==> src/hw/rob_pkg.sv <==
// rob_pkg: sizes, payload types and cause layout shared by the reorder buffer blocks
`default_nettype none

package rob_pkg;

    localparam int DEC_W     = 2;               // decode slots per cycle
    localparam int REN_W     = 2;               // rename write-back slots
    localparam int EXE_W     = 2;               // execute write-back slots
    localparam int COM_W     = 2;               // commit slots
    localparam int ROB_DEPTH = 16;
    localparam int IDX_W     = $clog2(ROB_DEPTH);
    localparam int CNT_W     = IDX_W + 1;       // occupancy, reaches ROB_DEPTH
    localparam int RET_W     = $clog2(COM_W + 1);
    localparam int XLEN      = 64;
    localparam int LREG_W    = 5;
    localparam int PREG_W    = 7;

    // cause code is {valid, interrupt, code[5:0]}
    localparam int CAUSE_W   = 8;
    localparam int CAUSE_VLD = 7;               // set when the entry traps

    typedef logic [IDX_W-1:0]   rob_idx_t;
    typedef logic [CAUSE_W-1:0] rob_cause_t;

    typedef struct packed {
        logic [XLEN-1:0]   pc;
        logic [LREG_W-1:0] lrd;                 // logical destination
    } rob_dec_t;

    typedef struct packed {
        logic [PREG_W-1:0] prd;                 // physical destination
    } rob_ren_t;

endpackage

`default_nettype wire

==> src/hw/rob_mwp_ram.sv <==
// rob_mwp_ram: register array with several synchronous write ports and combinational reads
`timescale 1ns/100ps
`default_nettype none

module rob_mwp_ram #(
    parameter type payload_t = logic [7:0],
    parameter int  DEPTH     = 16,
    parameter int  RPORTS    = 2,
    parameter int  WPORTS    = 2
) (
    input  logic                           clk,
    input  logic                           rst,
    input  rob_pkg::rob_idx_t [WPORTS-1:0] waddr,
    input  payload_t          [WPORTS-1:0] wvalue,
    input  logic              [WPORTS-1:0] wena,
    input  rob_pkg::rob_idx_t [RPORTS-1:0] raddr,
    output payload_t          [RPORTS-1:0] rvalue
);

    payload_t mem [DEPTH];

    always_ff @(posedge clk) begin
        for (int i = 0; i < WPORTS; i++) begin
            if (wena[i]) begin
                mem[waddr[i]] <= wvalue[i];     // higher port wins
            end
        end
    end

    always_comb begin
        for (int i = 0; i < RPORTS; i++) begin
            rvalue[i] = mem[raddr[i]];
        end
    end

    // producers never aim two live ports at one entry
    for (genvar i = 0; i < WPORTS; i++) begin : g_wr_chk
        for (genvar j = i + 1; j < WPORTS; j++) begin : g_pair
            a_wr_unique: assert property (@(posedge clk) disable iff (rst)
                !(wena[i] && wena[j] && waddr[i] == waddr[j]));
        end
    end

endmodule

`default_nettype wire

==> src/hw/rob_status.sv <==
// rob_status: head pointer, occupancy and per-entry executed and fault bits of the ROB
`timescale 1ns/100ps
`default_nettype none

module rob_status (
    input  logic                                       clk,
    input  logic                                       rst,
    input  logic [rob_pkg::DEC_W-1:0]                  dec_valid,
    input  rob_pkg::rob_idx_t [rob_pkg::DEC_W-1:0]     dec_opid,
    input  logic [rob_pkg::EXE_W-1:0]                  exe_valid,
    input  rob_pkg::rob_idx_t [rob_pkg::EXE_W-1:0]     exe_opid,
    input  rob_pkg::rob_cause_t [rob_pkg::EXE_W-1:0]   exe_cause,
    input  logic [rob_pkg::RET_W-1:0]                  retire_cnt,
    input  logic                                       trunc_valid,
    input  rob_pkg::rob_idx_t                          trunc_opid,
    output rob_pkg::rob_idx_t                          head,
    output logic [rob_pkg::CNT_W-1:0]                  rob_count,
    output logic [rob_pkg::ROB_DEPTH-1:0]              done,
    output logic [rob_pkg::ROB_DEPTH-1:0]              faulted
);

    logic [rob_pkg::CNT_W-1:0] alloc_cnt;
    logic [rob_pkg::CNT_W-1:0] keep_cnt;
    rob_pkg::rob_idx_t         keep_off;

    always_comb begin
        alloc_cnt = '0;
        for (int i = 0; i < rob_pkg::DEC_W; i++) begin
            alloc_cnt = alloc_cnt + rob_pkg::CNT_W'(dec_valid[i]);
        end
    end

    // entries kept on a redirect run from head up to trunc_opid;
    // a faulted head means the whole buffer goes
    assign keep_off = trunc_opid - head;
    assign keep_cnt = (done[head] && faulted[head]) ? '0
                    : rob_pkg::CNT_W'(keep_off) + rob_pkg::CNT_W'(1);

    always_ff @(posedge clk) begin
        if (rst) begin
            head      <= '0;
            rob_count <= '0;
            done      <= '0;
            faulted   <= '0;
        end else begin
            head <= head + rob_pkg::IDX_W'(retire_cnt);
            if (trunc_valid) begin
                rob_count <= keep_cnt;          // younger allocations dropped too
            end else begin
                rob_count <= rob_count + alloc_cnt - rob_pkg::CNT_W'(retire_cnt);
            end
            for (int i = 0; i < rob_pkg::DEC_W; i++) begin
                if (dec_valid[i]) begin
                    done[dec_opid[i]]    <= 1'b0;
                    faulted[dec_opid[i]] <= 1'b0;
                end
            end
            for (int i = 0; i < rob_pkg::EXE_W; i++) begin
                if (exe_valid[i]) begin
                    done[exe_opid[i]]    <= 1'b1;
                    faulted[exe_opid[i]] <= exe_cause[i][rob_pkg::CAUSE_VLD];
                end
            end
        end
    end

    a_count_max: assert property (@(posedge clk) disable iff (rst)
        rob_count <= rob_pkg::CNT_W'(rob_pkg::ROB_DEPTH));

endmodule

`default_nettype wire

==> src/hw/rob_commit_select.sv <==
// rob_commit_select: in-order commit of the ready entries at the ROB head
`timescale 1ns/100ps
`default_nettype none

module rob_commit_select (
    input  rob_pkg::rob_idx_t                                head,
    input  logic [rob_pkg::CNT_W-1:0]                        rob_count,
    input  logic [rob_pkg::ROB_DEPTH-1:0]                    done,
    input  logic [rob_pkg::ROB_DEPTH-1:0]                    faulted,
    input  rob_pkg::rob_dec_t [rob_pkg::COM_W-1:0]           dec_rvalue,
    input  rob_pkg::rob_ren_t [rob_pkg::COM_W-1:0]           ren_rvalue,
    input  logic                                             trunc_valid,
    output rob_pkg::rob_idx_t [rob_pkg::COM_W-1:0]           raddr,
    output logic [rob_pkg::COM_W-1:0]                        com_valid,
    output rob_pkg::rob_idx_t [rob_pkg::COM_W-1:0]           com_opid,
    output logic [rob_pkg::COM_W-1:0][rob_pkg::XLEN-1:0]     com_pc,
    output logic [rob_pkg::COM_W-1:0][rob_pkg::LREG_W-1:0]   com_lrd,
    output logic [rob_pkg::COM_W-1:0][rob_pkg::PREG_W-1:0]   com_prd,
    output logic [rob_pkg::RET_W-1:0]                        retire_cnt
);

    logic ready;

    always_comb begin
        ready      = !trunc_valid;              // a redirect blocks all commits
        retire_cnt = '0;
        for (int i = 0; i < rob_pkg::COM_W; i++) begin
            raddr[i] = head + rob_pkg::IDX_W'(i);
            ready    = ready && (rob_pkg::CNT_W'(i) < rob_count)
                             && done[raddr[i]] && !faulted[raddr[i]];
            com_valid[i] = ready;               // stays low after the first gap
            com_opid[i]  = raddr[i];
            com_pc[i]    = dec_rvalue[i].pc;
            com_lrd[i]   = dec_rvalue[i].lrd;
            com_prd[i]   = ren_rvalue[i].prd;
            if (ready) begin
                retire_cnt = retire_cnt + rob_pkg::RET_W'(1);
            end
        end
    end

endmodule

`default_nettype wire

==> src/hw/rob_redirect.sv <==
// rob_redirect: oldest misprediction, oldest trap value and redirect arbitration of the ROB
`timescale 1ns/100ps
`default_nettype none

module rob_redirect (
    input  logic                                           clk,
    input  logic                                           rst,
    input  rob_pkg::rob_idx_t                              head,
    input  logic [rob_pkg::CNT_W-1:0]                      rob_count,
    input  logic [rob_pkg::ROB_DEPTH-1:0]                  done,
    input  logic [rob_pkg::ROB_DEPTH-1:0]                  faulted,
    input  logic [rob_pkg::XLEN-1:0]                       head_pc,
    input  rob_pkg::rob_cause_t                            head_cause,
    input  logic [rob_pkg::EXE_W-1:0]                      exe_valid,
    input  rob_pkg::rob_idx_t [rob_pkg::EXE_W-1:0]         exe_opid,
    input  rob_pkg::rob_cause_t [rob_pkg::EXE_W-1:0]       exe_cause,
    input  logic [rob_pkg::EXE_W-1:0][rob_pkg::XLEN-1:0]   exe_tval,
    input  logic [rob_pkg::EXE_W-1:0]                      exe_misp,
    input  logic [rob_pkg::EXE_W-1:0][rob_pkg::XLEN-1:0]   exe_npc,
    input  logic [rob_pkg::XLEN-1:0]                       tvec,
    output logic                                           redir_valid,
    output rob_pkg::rob_idx_t                              redir_opid,
    output logic [rob_pkg::XLEN-1:0]                       redir_npc,
    output logic                                           exception,
    output logic [rob_pkg::XLEN-1:0]                       epc,
    output rob_pkg::rob_cause_t                            cause,
    output logic [rob_pkg::XLEN-1:0]                       tval,
    output logic                                           trunc_valid,
    output rob_pkg::rob_idx_t                              trunc_opid
);

    logic                      mis_vld_n;
    logic                      mis_vld_q;
    rob_pkg::rob_idx_t         mis_id_n;
    rob_pkg::rob_idx_t         mis_id_q;
    logic [rob_pkg::XLEN-1:0]  mis_npc_n;
    logic [rob_pkg::XLEN-1:0]  mis_npc_q;
    logic                      flt_vld_n;
    logic                      flt_vld_q;
    rob_pkg::rob_idx_t         flt_id_n;
    rob_pkg::rob_idx_t         flt_id_q;
    logic [rob_pkg::XLEN-1:0]  tval_n;
    logic [rob_pkg::XLEN-1:0]  tval_q;

    // distance from the head, smaller is older
    function automatic rob_pkg::rob_idx_t age(input rob_pkg::rob_idx_t id);
        return id - head;
    endfunction

    assign exception = (rob_count != '0) && done[head] && faulted[head];
    assign epc       = head_pc;
    assign cause     = head_cause;
    assign tval      = tval_q;

    always_comb begin
        redir_valid = 1'b0;
        redir_opid  = mis_id_q;
        redir_npc   = mis_npc_q & ~rob_pkg::XLEN'(1);   // keep fetch aligned
        if (exception) begin
            redir_valid = 1'b1;
            redir_opid  = head;
            redir_npc   = tvec;
        end else if (mis_vld_q) begin
            redir_valid = 1'b1;
        end
    end

    assign trunc_valid = redir_valid;
    assign trunc_opid  = exception ? head - rob_pkg::IDX_W'(1) : mis_id_q;

    always_comb begin
        mis_vld_n = 1'b0;
        mis_id_n  = exe_opid[0];
        mis_npc_n = exe_npc[0];
        flt_vld_n = flt_vld_q;
        flt_id_n  = flt_id_q;
        tval_n    = tval_q;
        for (int i = 0; i < rob_pkg::EXE_W; i++) begin
            if (exe_valid[i] && exe_misp[i]
                    && (!mis_vld_n || age(exe_opid[i]) < age(mis_id_n))) begin
                mis_vld_n = 1'b1;
                mis_id_n  = exe_opid[i];
                mis_npc_n = exe_npc[i];
            end
            if (exe_valid[i] && exe_cause[i][rob_pkg::CAUSE_VLD]
                    && (!flt_vld_n || age(exe_opid[i]) < age(flt_id_n))) begin
                flt_vld_n = 1'b1;
                flt_id_n  = exe_opid[i];
                tval_n    = exe_tval[i];
            end
        end
        // anything younger than this cycle's redirect is flushed
        if (redir_valid && age(mis_id_n) > age(redir_opid)) begin
            mis_vld_n = 1'b0;
        end
        if (exception || (redir_valid && age(flt_id_n) > age(redir_opid))) begin
            flt_vld_n = 1'b0;
        end
    end

    always_ff @(posedge clk) begin
        if (rst) begin
            mis_vld_q <= 1'b0;
            flt_vld_q <= 1'b0;
        end else begin
            mis_vld_q <= mis_vld_n;
            flt_vld_q <= flt_vld_n;
        end
    end

    always_ff @(posedge clk) begin
        mis_id_q  <= mis_id_n;
        mis_npc_q <= mis_npc_n;
        flt_id_q  <= flt_id_n;
        tval_q    <= tval_n;
    end

    // a taken trap empties the buffer and leaves nothing pending
    a_exc_flush: assert property (@(posedge clk) disable iff (rst)
        exception |-> redir_valid ##1 (rob_count == '0 && !mis_vld_q && !flt_vld_q));

endmodule

`default_nettype wire

==> src/hw/rob_top.sv <==
// rob_top: commit stage of the core built around the reorder buffer
`timescale 1ns/100ps
`default_nettype none

module rob_top (
    input  logic                                             clk,
    input  logic                                             rst,
    input  logic [rob_pkg::DEC_W-1:0]                        dec_valid,
    input  rob_pkg::rob_idx_t [rob_pkg::DEC_W-1:0]           dec_opid,
    input  logic [rob_pkg::DEC_W-1:0][rob_pkg::XLEN-1:0]     dec_pc,
    input  logic [rob_pkg::DEC_W-1:0][rob_pkg::LREG_W-1:0]   dec_lrd,
    input  logic [rob_pkg::REN_W-1:0]                        ren_valid,
    input  rob_pkg::rob_idx_t [rob_pkg::REN_W-1:0]           ren_opid,
    input  logic [rob_pkg::REN_W-1:0][rob_pkg::PREG_W-1:0]   ren_prd,
    input  logic [rob_pkg::EXE_W-1:0]                        exe_valid,
    input  rob_pkg::rob_idx_t [rob_pkg::EXE_W-1:0]           exe_opid,
    input  rob_pkg::rob_cause_t [rob_pkg::EXE_W-1:0]         exe_cause,
    input  logic [rob_pkg::EXE_W-1:0][rob_pkg::XLEN-1:0]     exe_tval,
    input  logic [rob_pkg::EXE_W-1:0]                        exe_misp,
    input  logic [rob_pkg::EXE_W-1:0][rob_pkg::XLEN-1:0]     exe_npc,
    input  logic [rob_pkg::XLEN-1:0]                         tvec,
    output logic [rob_pkg::COM_W-1:0]                        com_valid,
    output rob_pkg::rob_idx_t [rob_pkg::COM_W-1:0]           com_opid,
    output logic [rob_pkg::COM_W-1:0][rob_pkg::XLEN-1:0]     com_pc,
    output logic [rob_pkg::COM_W-1:0][rob_pkg::LREG_W-1:0]   com_lrd,
    output logic [rob_pkg::COM_W-1:0][rob_pkg::PREG_W-1:0]   com_prd,
    output logic                                             redir_valid,
    output rob_pkg::rob_idx_t                                redir_opid,
    output logic [rob_pkg::XLEN-1:0]                         redir_npc,
    output logic                                             exception,
    output logic [rob_pkg::XLEN-1:0]                         epc,
    output rob_pkg::rob_cause_t                              cause,
    output logic [rob_pkg::XLEN-1:0]                         tval,
    output logic [rob_pkg::CNT_W-1:0]                        rob_count
);

    rob_pkg::rob_dec_t [rob_pkg::DEC_W-1:0]  dec_wvalue;
    rob_pkg::rob_ren_t [rob_pkg::REN_W-1:0]  ren_wvalue;
    rob_pkg::rob_dec_t [rob_pkg::COM_W-1:0]  dec_rvalue;
    rob_pkg::rob_ren_t [rob_pkg::COM_W-1:0]  ren_rvalue;
    rob_pkg::rob_idx_t [rob_pkg::COM_W-1:0]  raddr;
    rob_pkg::rob_idx_t                       head;
    rob_pkg::rob_cause_t                     head_cause;
    logic [rob_pkg::ROB_DEPTH-1:0]           done;
    logic [rob_pkg::ROB_DEPTH-1:0]           faulted;
    logic [rob_pkg::RET_W-1:0]               retire_cnt;
    logic                                    trunc_valid;
    rob_pkg::rob_idx_t                       trunc_opid;

    always_comb begin
        for (int i = 0; i < rob_pkg::DEC_W; i++) begin
            dec_wvalue[i].pc  = dec_pc[i];
            dec_wvalue[i].lrd = dec_lrd[i];
        end
        for (int i = 0; i < rob_pkg::REN_W; i++) begin
            ren_wvalue[i].prd = ren_prd[i];
        end
    end

    rob_mwp_ram #(.payload_t(rob_pkg::rob_dec_t), .DEPTH(rob_pkg::ROB_DEPTH),
                  .RPORTS(rob_pkg::COM_W), .WPORTS(rob_pkg::DEC_W)) u_dec_ram (
        .clk(clk), .rst(rst), .waddr(dec_opid), .wvalue(dec_wvalue), .wena(dec_valid),
        .raddr(raddr), .rvalue(dec_rvalue));

    rob_mwp_ram #(.payload_t(rob_pkg::rob_ren_t), .DEPTH(rob_pkg::ROB_DEPTH),
                  .RPORTS(rob_pkg::COM_W), .WPORTS(rob_pkg::REN_W)) u_ren_ram (
        .clk(clk), .rst(rst), .waddr(ren_opid), .wvalue(ren_wvalue), .wena(ren_valid),
        .raddr(raddr), .rvalue(ren_rvalue));

    // cause only matters at the head
    rob_mwp_ram #(.payload_t(rob_pkg::rob_cause_t), .DEPTH(rob_pkg::ROB_DEPTH),
                  .RPORTS(1), .WPORTS(rob_pkg::EXE_W)) u_cause_ram (
        .clk(clk), .rst(rst), .waddr(exe_opid), .wvalue(exe_cause), .wena(exe_valid),
        .raddr(head), .rvalue(head_cause));

    rob_status u_status (
        .clk(clk), .rst(rst), .dec_valid(dec_valid), .dec_opid(dec_opid),
        .exe_valid(exe_valid), .exe_opid(exe_opid), .exe_cause(exe_cause),
        .retire_cnt(retire_cnt), .trunc_valid(trunc_valid), .trunc_opid(trunc_opid),
        .head(head), .rob_count(rob_count), .done(done), .faulted(faulted));

    rob_commit_select u_commit (
        .head(head), .rob_count(rob_count), .done(done), .faulted(faulted),
        .dec_rvalue(dec_rvalue), .ren_rvalue(ren_rvalue), .trunc_valid(trunc_valid),
        .raddr(raddr), .com_valid(com_valid), .com_opid(com_opid), .com_pc(com_pc),
        .com_lrd(com_lrd), .com_prd(com_prd), .retire_cnt(retire_cnt));

    rob_redirect u_redirect (
        .clk(clk), .rst(rst), .head(head), .rob_count(rob_count), .done(done),
        .faulted(faulted), .head_pc(dec_rvalue[0].pc), .head_cause(head_cause),
        .exe_valid(exe_valid), .exe_opid(exe_opid), .exe_cause(exe_cause),
        .exe_tval(exe_tval), .exe_misp(exe_misp), .exe_npc(exe_npc), .tvec(tvec),
        .redir_valid(redir_valid), .redir_opid(redir_opid), .redir_npc(redir_npc),
        .exception(exception), .epc(epc), .cause(cause), .tval(tval),
        .trunc_valid(trunc_valid), .trunc_opid(trunc_opid));

endmodule

`default_nettype wire

==> config.mk <==
export PLATFORM = sky130hd
export DESIGN_NAME = rob_top
export DESIGN_NICKNAME = d
export VERILOG_FILES = /design/src/hw/rob_pkg.sv /design/src/hw/rob_mwp_ram.sv /design/src/hw/rob_status.sv /design/src/hw/rob_commit_select.sv /design/src/hw/rob_redirect.sv /design/src/hw/rob_top.sv
export SDC_FILE = /design/constraint.sdc
export NUM_CORES = 2
export LEC_CHECK = 0
export BUFFER_PORTS_ARGS = -buffer_cell sky130_fd_sc_hd__buf_2
export CORE_AREA = 4 4 625 317
export CTS_CLUSTER_DIAMETER = 150
export DETAILED_ROUTE_END_ITERATION = 8
export DIE_AREA = 0 0 629 321
export PLACE_DENSITY_LB_ADDON = 0.12
export SLEW_MARGIN = 10
export SYNTH_ARGS = -nofsm -noshare
export SYNTH_HDL_FRONTEND = slang
export SYNTH_SLANG_ARGS = --single-unit
==> constraint.sdc <==
create_clock -name clk -period 21.3 [get_ports clk]
set_input_delay 3.195 -clock clk [delete_from_list [all_inputs] [get_ports clk]]
set_output_delay 3.195 -clock clk [all_outputs]
set_load 0.05 [all_outputs]
After elaboration in Yosys (flattened, before gate mapping)
Memory sizes are Yosys's and may differ from the RTL's. A register that Yosys moved wholly into a read port is not among the register bits.
Index checks and enable logic that the tools add are counted.
{"block": "totals", "elab_cells": 156, "in_bits": 522, "reg_bits": 179, "ramBits": 1344, "memories": 3, "out_inout_bits": 373}
{"name": "u_dec_ram.mem", "depth": 16, "word_bits": 69, "read_ports": 2, "rd_clocked_by_memory_dff": 1, "write_ports": 2, "line_no": "rob_mwp_ram.sv:20", "text": "payload_t mem [DEPTH];"}
{"name": "u_cause_ram.mem", "depth": 16, "word_bits": 8, "read_ports": 1, "rd_clocked_by_memory_dff": 1, "write_ports": 2, "line_no": "rob_mwp_ram.sv:20"}
{"name": "u_ren_ram.mem", "depth": 16, "word_bits": 7, "read_ports": 2, "rd_clocked_by_memory_dff": 1, "write_ports": 2, "line_no": "rob_mwp_ram.sv:20"}
{"block": "classes", "n_addsub": 16, "muxes": 66, "reduce_logical": 36, "magnitude_cmp": 17, "bitwise": 8}
{"cell": "$mux W64", "n": 4}
{"cell": "$mux W16", "n": 14}
{"cell": "$and A16 B16 Y16", "n": 4}
{"cell": "$bwmux W16", "n": 2}
{"cell": "$mux W4", "n": 8}
{"cell": "$not A16 Y16", "n": 2}
{"cell": "$or A16 B16 Y16", "n": 2}
{"cell": "$sub A4 B4 Y4", "n": 8}
{"cell": "$lt A4 B5 Y1 const B", "n": 6}
{"cell": "$mux W1", "n": 27}
{"cell": "$logic_and A1 B1 Y1", "n": 22}
{"cell": "$bmux W1 S4", "n": 4}
{"cell": "$demux W1 S4", "n": 4}
{"cell": "$ge A4 B1 Y1 const B", "n": 4}
{"cell": "$lt A4 B4 Y1", "n": 3}
{"cell": "$lt A1 B5 Y1 const A", "n": 2}
{"cell": "$mux W5", "n": 2}
{"cell": "$gt A4 B4 Y1", "n": 2}
{"cell": "$logic_not A1 Y1", "n": 6}
{"cell": "$add A4 B1 Y5 const B", "n": 1}
{"cell": "$add A5 B5 Y5", "n": 1}
{"cell": "$reduce_bool A5 Y1", "n": 1}
{"cell": "$sub A5 B2 Y5", "n": 1}
{"cell": "$add A4 B1 Y4 const B", "n": 1}
{"cell": "8 further kinds", "n": 12}

Logic depth before layout (Yosys ltp)
{"block": "depth", "ltp_word": 16, "ltp_mapped": 38, "mapped_depth_nobuf": 33}

By module
From an unflattened synthesis, not the netlist that was laid out.
{"block": "hier_totals", "hier_cells": 5719, "hier_area_um2": 89166.8}
{"module": "rob_mwp_ram at u_dec_ram", "area_per_inst_um2": 62982.9, "cells_each": 3674, "seq_area_each_um2": 33151.8, "n_inst": 1}
{"module": "rob_redirect", "area_per_inst_um2": 8214.1, "cells_each": 670, "seq_area_each_um2": 3383.2, "n_inst": 1}
{"module": "rob_mwp_ram at u_cause_ram", "area_per_inst_um2": 6776.5, "cells_each": 398, "seq_area_each_um2": 3843.7, "n_inst": 1}
{"module": "rob_mwp_ram at u_ren_ram", "area_per_inst_um2": 6676.4, "cells_each": 416, "seq_area_each_um2": 3363.2, "n_inst": 1}
{"module": "rob_status", "area_per_inst_um2": 2770.2, "cells_each": 334, "seq_area_each_um2": 820.8, "n_inst": 1}
{"module": "rob_commit_select", "area_per_inst_um2": 1746.7, "cells_each": 227, "seq_area_each_um2": 0.0, "n_inst": 1}

Worst setup path after synthesis
No wires, ideal clock.
{"block": "synth_timing", "path_kind": "input port to flip-flop", "from": "input port dec_opid[1] (netlist bit)", "to": "register u_status.faulted[0] (netlist bit)", "setup_ns": 0.132, "stages": 4, "path_buffers": 0, "slack_ns": 12.021, "t_required_ns": 21.168, "t_arrival_ns": 9.147, "cell_sequence": "or3b_2 o21ai_0 or3_1 a21oi_1"}
{"block": "synth_between", "elab_chain_len": 16, "elab_cells_between_ends": 17, "classes_between": "order compare: 2; mux: 11; bitwise: 3; reduce/logical: 1"}
{"item": "start: declaration", "line_no": "rob_top.sv:9", "text": "input rob_pkg::rob_idx_t [rob_pkg::DEC_W-1:0] dec_opid,"}
{"item": "$lt A4 B5 Y1 (not written as such) / $ge A4 B1 Y1 (equally long branches)", "line_no": "rob_status.sv:55", "text": "faulted[dec_opid[i]] <= 1'b0;"}
{"item": "$logic_and A1 B1 Y1 (not written as such)", "line_no": "rob_status.sv:55"}
{"item": "$mux W1 (not written as such)", "line_no": "rob_status.sv:55"}
{"item": "$demux W1 S4 *"}
{"item": "$not A16 Y16 (no source line) *"}
{"item": "$and A16 B16 Y16 (no source line) *"}
{"item": "$mux W16 *", "line_no": "rob_status.sv:53", "text": "if (dec_valid[i]) begin"}
{"item": "$mux W16 *", "line_no": "rob_status.sv:40", "text": "if (rst) begin"}
{"item": "$and A16 B16 Y16 (no source line)"}
{"item": "$mux W16 *", "line_no": "rob_status.sv:53"}
{"item": "$mux W16 *", "line_no": "rob_status.sv:40"}
{"item": "$bwmux W16", "line_no": "rob_status.sv:61", "text": "faulted[exe_opid[i]] <= exe_cause[i][rob_pkg::CAUSE_VLD];"}
{"item": "$mux W16 *", "line_no": "rob_status.sv:59", "text": "if (exe_valid[i]) begin"}
{"item": "$mux W16 *", "line_no": "rob_status.sv:40"}
{"item": "$bwmux W16", "line_no": "rob_status.sv:61"}
{"item": "$mux W16 *", "line_no": "rob_status.sv:59"}
{"item": "end signal: indexed assignment", "line_no": "rob_status.sv:61"}
{"item": "end: declaration", "line_no": "rob_status.sv:19", "text": "output logic [rob_pkg::ROB_DEPTH-1:0] faulted"}
Mark *: on every way between the ends. The rest lies on a longest branch, timed or not. The select of a mux whose other input is x is not followed.
A chain may end at the register's enable or synchronous reset.

Worst setup path in the final report
{"block": "layout_timing", "from": "input port exe_opid[0] (netlist bit)", "to": "register u_redirect.flt_vld_q"}
{"block": "layout_between", "elab_chain_len": 15, "elab_cells_between_ends": 18, "classes_between": "add/sub: 3; order compare: 3; mux: 4; reduce/logical: 8"}
{"item": "start: declaration", "line_no": "rob_top.sv:16", "text": "input rob_pkg::rob_idx_t [rob_pkg::EXE_W-1:0] exe_opid,"}
{"item": "$sub A4 B4 Y4"}
{"item": "$lt A4 B4 Y1", "line_no": "rob_redirect.sv:86", "text": "&& (!flt_vld_n || age(exe_opid[i]) < age(flt_id_n))) begin"}
{"item": "$logic_or A1 B1 Y1", "line_no": "rob_redirect.sv:86"}
{"item": "$logic_and A1 B1 Y1", "line_no": "rob_redirect.sv:86"}
{"item": "$mux W4", "line_no": "rob_redirect.sv:85", "text": "if (exe_valid[i] && exe_cause[i][rob_pkg::CAUSE_VLD]"}
{"item": "$sub A4 B4 Y4", "line_no": "rob_redirect.sv:47", "text": "return id - head;"}
{"item": "$lt A4 B4 Y1", "line_no": "rob_redirect.sv:86"}
{"item": "$logic_or A1 B1 Y1", "line_no": "rob_redirect.sv:86"}
{"item": "$logic_and A1 B1 Y1", "line_no": "rob_redirect.sv:86"}
{"item": "$mux W4", "line_no": "rob_redirect.sv:85"}
{"item": "$sub A4 B4 Y4", "line_no": "rob_redirect.sv:47"}
{"item": "$gt A4 B4 Y1", "line_no": "rob_redirect.sv:96", "text": "if (exception || (redir_valid && age(flt_id_n) > age(redir_opid))) begin"}
{"item": "$logic_and A1 B1 Y1", "line_no": "rob_redirect.sv:96"}
{"item": "$logic_or A1 B1 Y1", "line_no": "rob_redirect.sv:96"}
{"item": "$reduce_or A2 Y1 (no source line)"}
{"item": "end signal: assignment", "line_no": "rob_redirect.sv:107", "text": "flt_vld_q <= flt_vld_n;"}
{"item": "end: declaration", "line_no": "rob_redirect.sv:39", "text": "logic flt_vld_q;"}
Parallel ways exist; a longest one is shown, timed or not.

==> out/summary.txt <==
TIMING
--------------------------------------------------------------------------------
Slew at the pin closest to its max-slew limit                            1.27 ns
Layout Skew                                                            0.0266 ns
Number of failing setup endpoints in the final timing report                   0
Final critical path time including I/O delays and setup                  9.99 ns
Slew headroom                                                              15.3%
Hold Vio Cnt, Final                                                            0
RSZ-0062 raised after global routing                                       false
Final worst path period share                                              46.9%
Final-report max-slew violation count                                          0
Final setup TNS                                                             0 ns
Max Fclk                                                               0.100 GHz

GRT
--------------------------------------------------------------------------------
Maximum number of pins on one net before global-route repair                 131
Number of global-route vias before repair                                  55477
Total routing usage reported by global routing                             29.9%
First-pass GRT wire length                                          432000 microns
Antenna violations before repair                                              70
Total congestion overflow after global routing                                 0

CLOCK TREE
--------------------------------------------------------------------------------
CTS tree                                                                    done
CTS Hold Bufs                                                                  0
Clock tree buffer depth                                                        4
Resized cells post-CTS                                                         0
Clock insertion delay at the later pin of the skew report                0.80 ns
CTS Root Buffer Type                                                sky130_fd_sc_hd__clkbuf_16
Worst-path clk slew                                                      0.07 ns
TritonCTS buffer count                                                       160
Number of sinks handled by clock tree synthesis                             1522
Setup Fix Bufs, Post-CTS                                                       0
CTS H-tree depth                                                               4

WORST SETUP PATH
--------------------------------------------------------------------------------
Maximum fanout along the worst path                                           74
Critical path data arrival time                                         10.66 ns
Cell repeated most along the worst path                             sky130_fd_sc_hd__ha_1
R2r worst-path depth                                                          32
Crit Path Class                                                           in2reg
Peak per-stage delay on the critical path                                0.84 ns
Worst flop-to-flop path endpoint                                    u_redirect.flt_vld_q
Reg-to-reg setup timing slack                                           12.65 ns
Cell at the slowest stage of the critical path                      sky130_fd_sc_hd__buf_4
Type of origin of the critical path                                   input port
Critical path endpoint category                                             flop
Startpoint of the worst register-to-register path                   u_status.head[1]
Required time at the worst-slack endpoint                               21.97 ns

SYNTHESIS
--------------------------------------------------------------------------------
Synth warnings                                                                 0
Leading area contributor after synthesis                            sky130_fd_sc_hd__edfxtp_1
Async SR Flop Fraction                                                        0%
Dominant cell by count in the synthesized netlist                   sky130_fd_sc_hd__mux2_2
Portion of the post-synthesis area used by sequential elements             51.5%
Number of synthesized register bits                                         1522
Gate count of the mapped netlist                                            5218
Number of different library cells in the post-synthesis netlist               56
Most used flip-flop cell after synthesis                            sky130_fd_sc_hd__edfxtp_1
Net count of the mapped netlist                                             5806
Mean instance size in the synthesized netlist                         16.6 sq um
Commonest cells in the netlist                                      sky130_fd_sc_hd__mux2_2, sky130_fd_sc_hd__edfxtp_1, sky130_fd_sc_hd__mux4_2
Post-Syn Area                                                       0.0865 sq mm
Number of flops mapped to enable cells by yosys                             1408
Top area cells in the synthesized netlist                           sky130_fd_sc_hd__edfxtp_1, sky130_fd_sc_hd__mux4_2, sky130_fd_sc_hd__mux2_2
Share of Yosys cell area claimed by the top area cell type                 48.9%

ROUTING
--------------------------------------------------------------------------------
Drc violations                                                                 0
Detail Route Antenna Nets                                                      0
Average detailed-routed wire length per instance                    36.5 microns
Number of vias per cell                                                     6.47
Total vias in the final route                                              54760
Number of iterations in the first detailed-routing pass                        5
Total wire length                                                   308000 microns
First-iteration detailed-routing DRC count                                  6341

WORST HOLD PATH
--------------------------------------------------------------------------------
End of the worst hold path                                          u_status.done[13]
Launch point of the worst hold path                                 u_status.done[13]
Worst hold path cell count                                                     2
Class of the worst hold path                                             reg2reg

FLOORPLAN
--------------------------------------------------------------------------------
Starting density of the core                                               44.9%
Boundary Pins                                                                895
Row count                                                                    114
Area enclosed by the die boundary                                    0.202 sq mm
Vertical extent of the die                                           321 microns
Core Region                                                          0.192 sq mm
Horizontal die dimension                                             629 microns

POWER AND IR DROP
--------------------------------------------------------------------------------
Max IR drop VDD                                                        0.0608 mV
Power density relative to cell area                                 77.2 mW/mm^2
Power consumption                                                        7.52 mW
Leakage power summed over all cells                                      32.5 nW

STATUS
--------------------------------------------------------------------------------
Run status                                                          finished, final reports clean

PLACED DESIGN
--------------------------------------------------------------------------------
Quantity of I/O buffers inserted on ports                                    892
HPWL Detailed                                                       189000 microns
GPL Wtd Cong                                                               0.981

FINAL LAYOUT
--------------------------------------------------------------------------------
Finished Core Util                                                         50.6%
Syn-to-layout area delta                                                   12.7%
Fraction of final layout cells with drive strength greater than 1          59.8%
Net total in the final layout                                               6363

FLOW RUN
--------------------------------------------------------------------------------
MaxCap Viol Count                                                              0

per-layer routing:
metal | GRT usage (%) | up-vias | wire length (microns)
met5 | 0 | - | 73
met4 | 9.28 | 10 | 10400
met3 | 4.45 | 538 | 22100
met2 | 50.0 | 2707 | 152000
met1 | 40.5 | 29322 | 124000
li1 | - | 22183 | -
cells in the final DEF, fill, tap and decap left out, types with 7 or more instances in the layout:
master                         n
sky130_fd_sc_hd__or3_1        11
sky130_fd_sc_hd__a21o_1       14
sky130_fd_sc_hd__nand2b_1     26
sky130_fd_sc_hd__ha_1         54
sky130_fd_sc_hd__a31oi_1       8
sky130_fd_sc_hd__o21ai_0      35
sky130_fd_sc_hd__clkbuf_16   163
sky130_fd_sc_hd__nand2_1     293
sky130_fd_sc_hd__nor3b_1       7
sky130_fd_sc_hd__nand3_1      15
sky130_fd_sc_hd__nand3b_1     12
sky130_fd_sc_hd__clkinv_2     21
sky130_fd_sc_hd__bufinv_16     8
sky130_fd_sc_hd__diode_2      25
sky130_fd_sc_hd__xnor2_1      21
sky130_fd_sc_hd__clkbuf_1     37
sky130_fd_sc_hd__buf_2       892
sky130_fd_sc_hd__a21oi_1      52
sky130_fd_sc_hd__nor3_1        7
sky130_fd_sc_hd__inv_4        13
sky130_fd_sc_hd__nor2_1       73
sky130_fd_sc_hd__mux4_2      808
sky130_fd_sc_hd__edfxtp_1   1408
sky130_fd_sc_hd__buf_4        94
sky130_fd_sc_hd__mux2_2     1449
sky130_fd_sc_hd__xor2_1       11
sky130_fd_sc_hd__nor2_4       10
sky130_fd_sc_hd__o22ai_1      11
sky130_fd_sc_hd__nor2b_1      13
sky130_fd_sc_hd__clkinv_1     26
sky130_fd_sc_hd__inv_1        61
sky130_fd_sc_hd__dfxtp_1     111
sky130_fd_sc_hd__fa_1         11
how the worst max path moves through the flow:
stage	endpoint	slack, ns	depth (start not counted)	start
after floorplan	u_status.faulted[0]	12.02	4	dec_opid[1]
after global placement	u_redirect.flt_vld_q	10.46	32	exe_opid[0]
after detailed placement	u_redirect.flt_vld_q	10.55	32	exe_opid[0]
after CTS	u_redirect.flt_vld_q	11.33	32	exe_opid[0]
after global routing	u_redirect.flt_vld_q	10.76	32	exe_opid[0]
final	u_redirect.flt_vld_q	11.31	32	exe_opid[0]
cell type report:
| class | instances | area, sq um |
|---|---|---|
| repair buffers | 992 | 5290 |
| fillers | 16165 | 95000 |
| diodes | 25 | 62.6 |
| clock inverters | 67 | 538 |
| flip-flops and latches | 1522 | 44600 |
| multi-input cells | 3025 | 39200 |
| clock buffers | 204 | 4260 |
| inverters | 74 | 313 |
| well taps | 2552 | 3190 |
cell families (layout without fill, tap and decap cells):
group	Yosys count	count (layout)	synth area share [%]
flops	1522	1522	51.5
other cells	0	25	0
simple gates	502	502	2.57
xor+xnor	34	34	0.344
buf+inv	671	1337	3.42
compound gates	162	162	1.14
fa+ha+maj	66	66	1.05
mux	2261	2261	40.0
worst max-delay path: cells and delay by family:
| kind | cells | cell delay, ns |
|---|---|---|
| compound gates | 12 | 2.40 |
| xor+xnor | 2 | 0.27 |
| mux | 1 | 0.37 |
| buf+inv | 6 | 1.42 |
| simple gates | 3 | 0.29 |
| fa+ha+maj | 8 | 2.69 |
stage by stage:
stage	hold WS [ns]	setup slack, ns	std cells	cell area [sq um]
floorplan	0.441	12.02	5218	86500
global placement	0.458	10.46	8165	92600
detailed placement	0.468	10.55	8165	92600
CTS	0.477	11.33	8436	97400
global route	0.500	10.76	8453	97400
finish	0.485	11.31	8461	97400
sequential cells by signal, summed over array words and instances (netlist names):
| signal | cells |
|---|---|
| u_cause_ram.mem | 128 |
| u_dec_ram.mem | 1104 |
| u_redirect.flt_id_q | 4 |
| u_redirect.flt_vld_q | 1 |
| u_redirect.mis_id_q | 4 |
| u_redirect.mis_npc_q | 63 |
| u_redirect.mis_vld_q | 1 |
| u_redirect.tval | 64 |
| u_ren_ram.mem | 112 |
| u_status.done | 16 |
| u_status.faulted | 16 |
| u_status.head | 4 |
| u_status.rob_count | 5 |
report_power, final:
group	switching, mW	internal (mW)	leakage [nW]	total (mW)
sequential	0.0718	3.43	13.8	3.51
clock	1.22	1.51	2.35	2.73
combinational	0.795	0.493	16.4	1.29
Note: power is estimated with default switching activity, not from simulation.
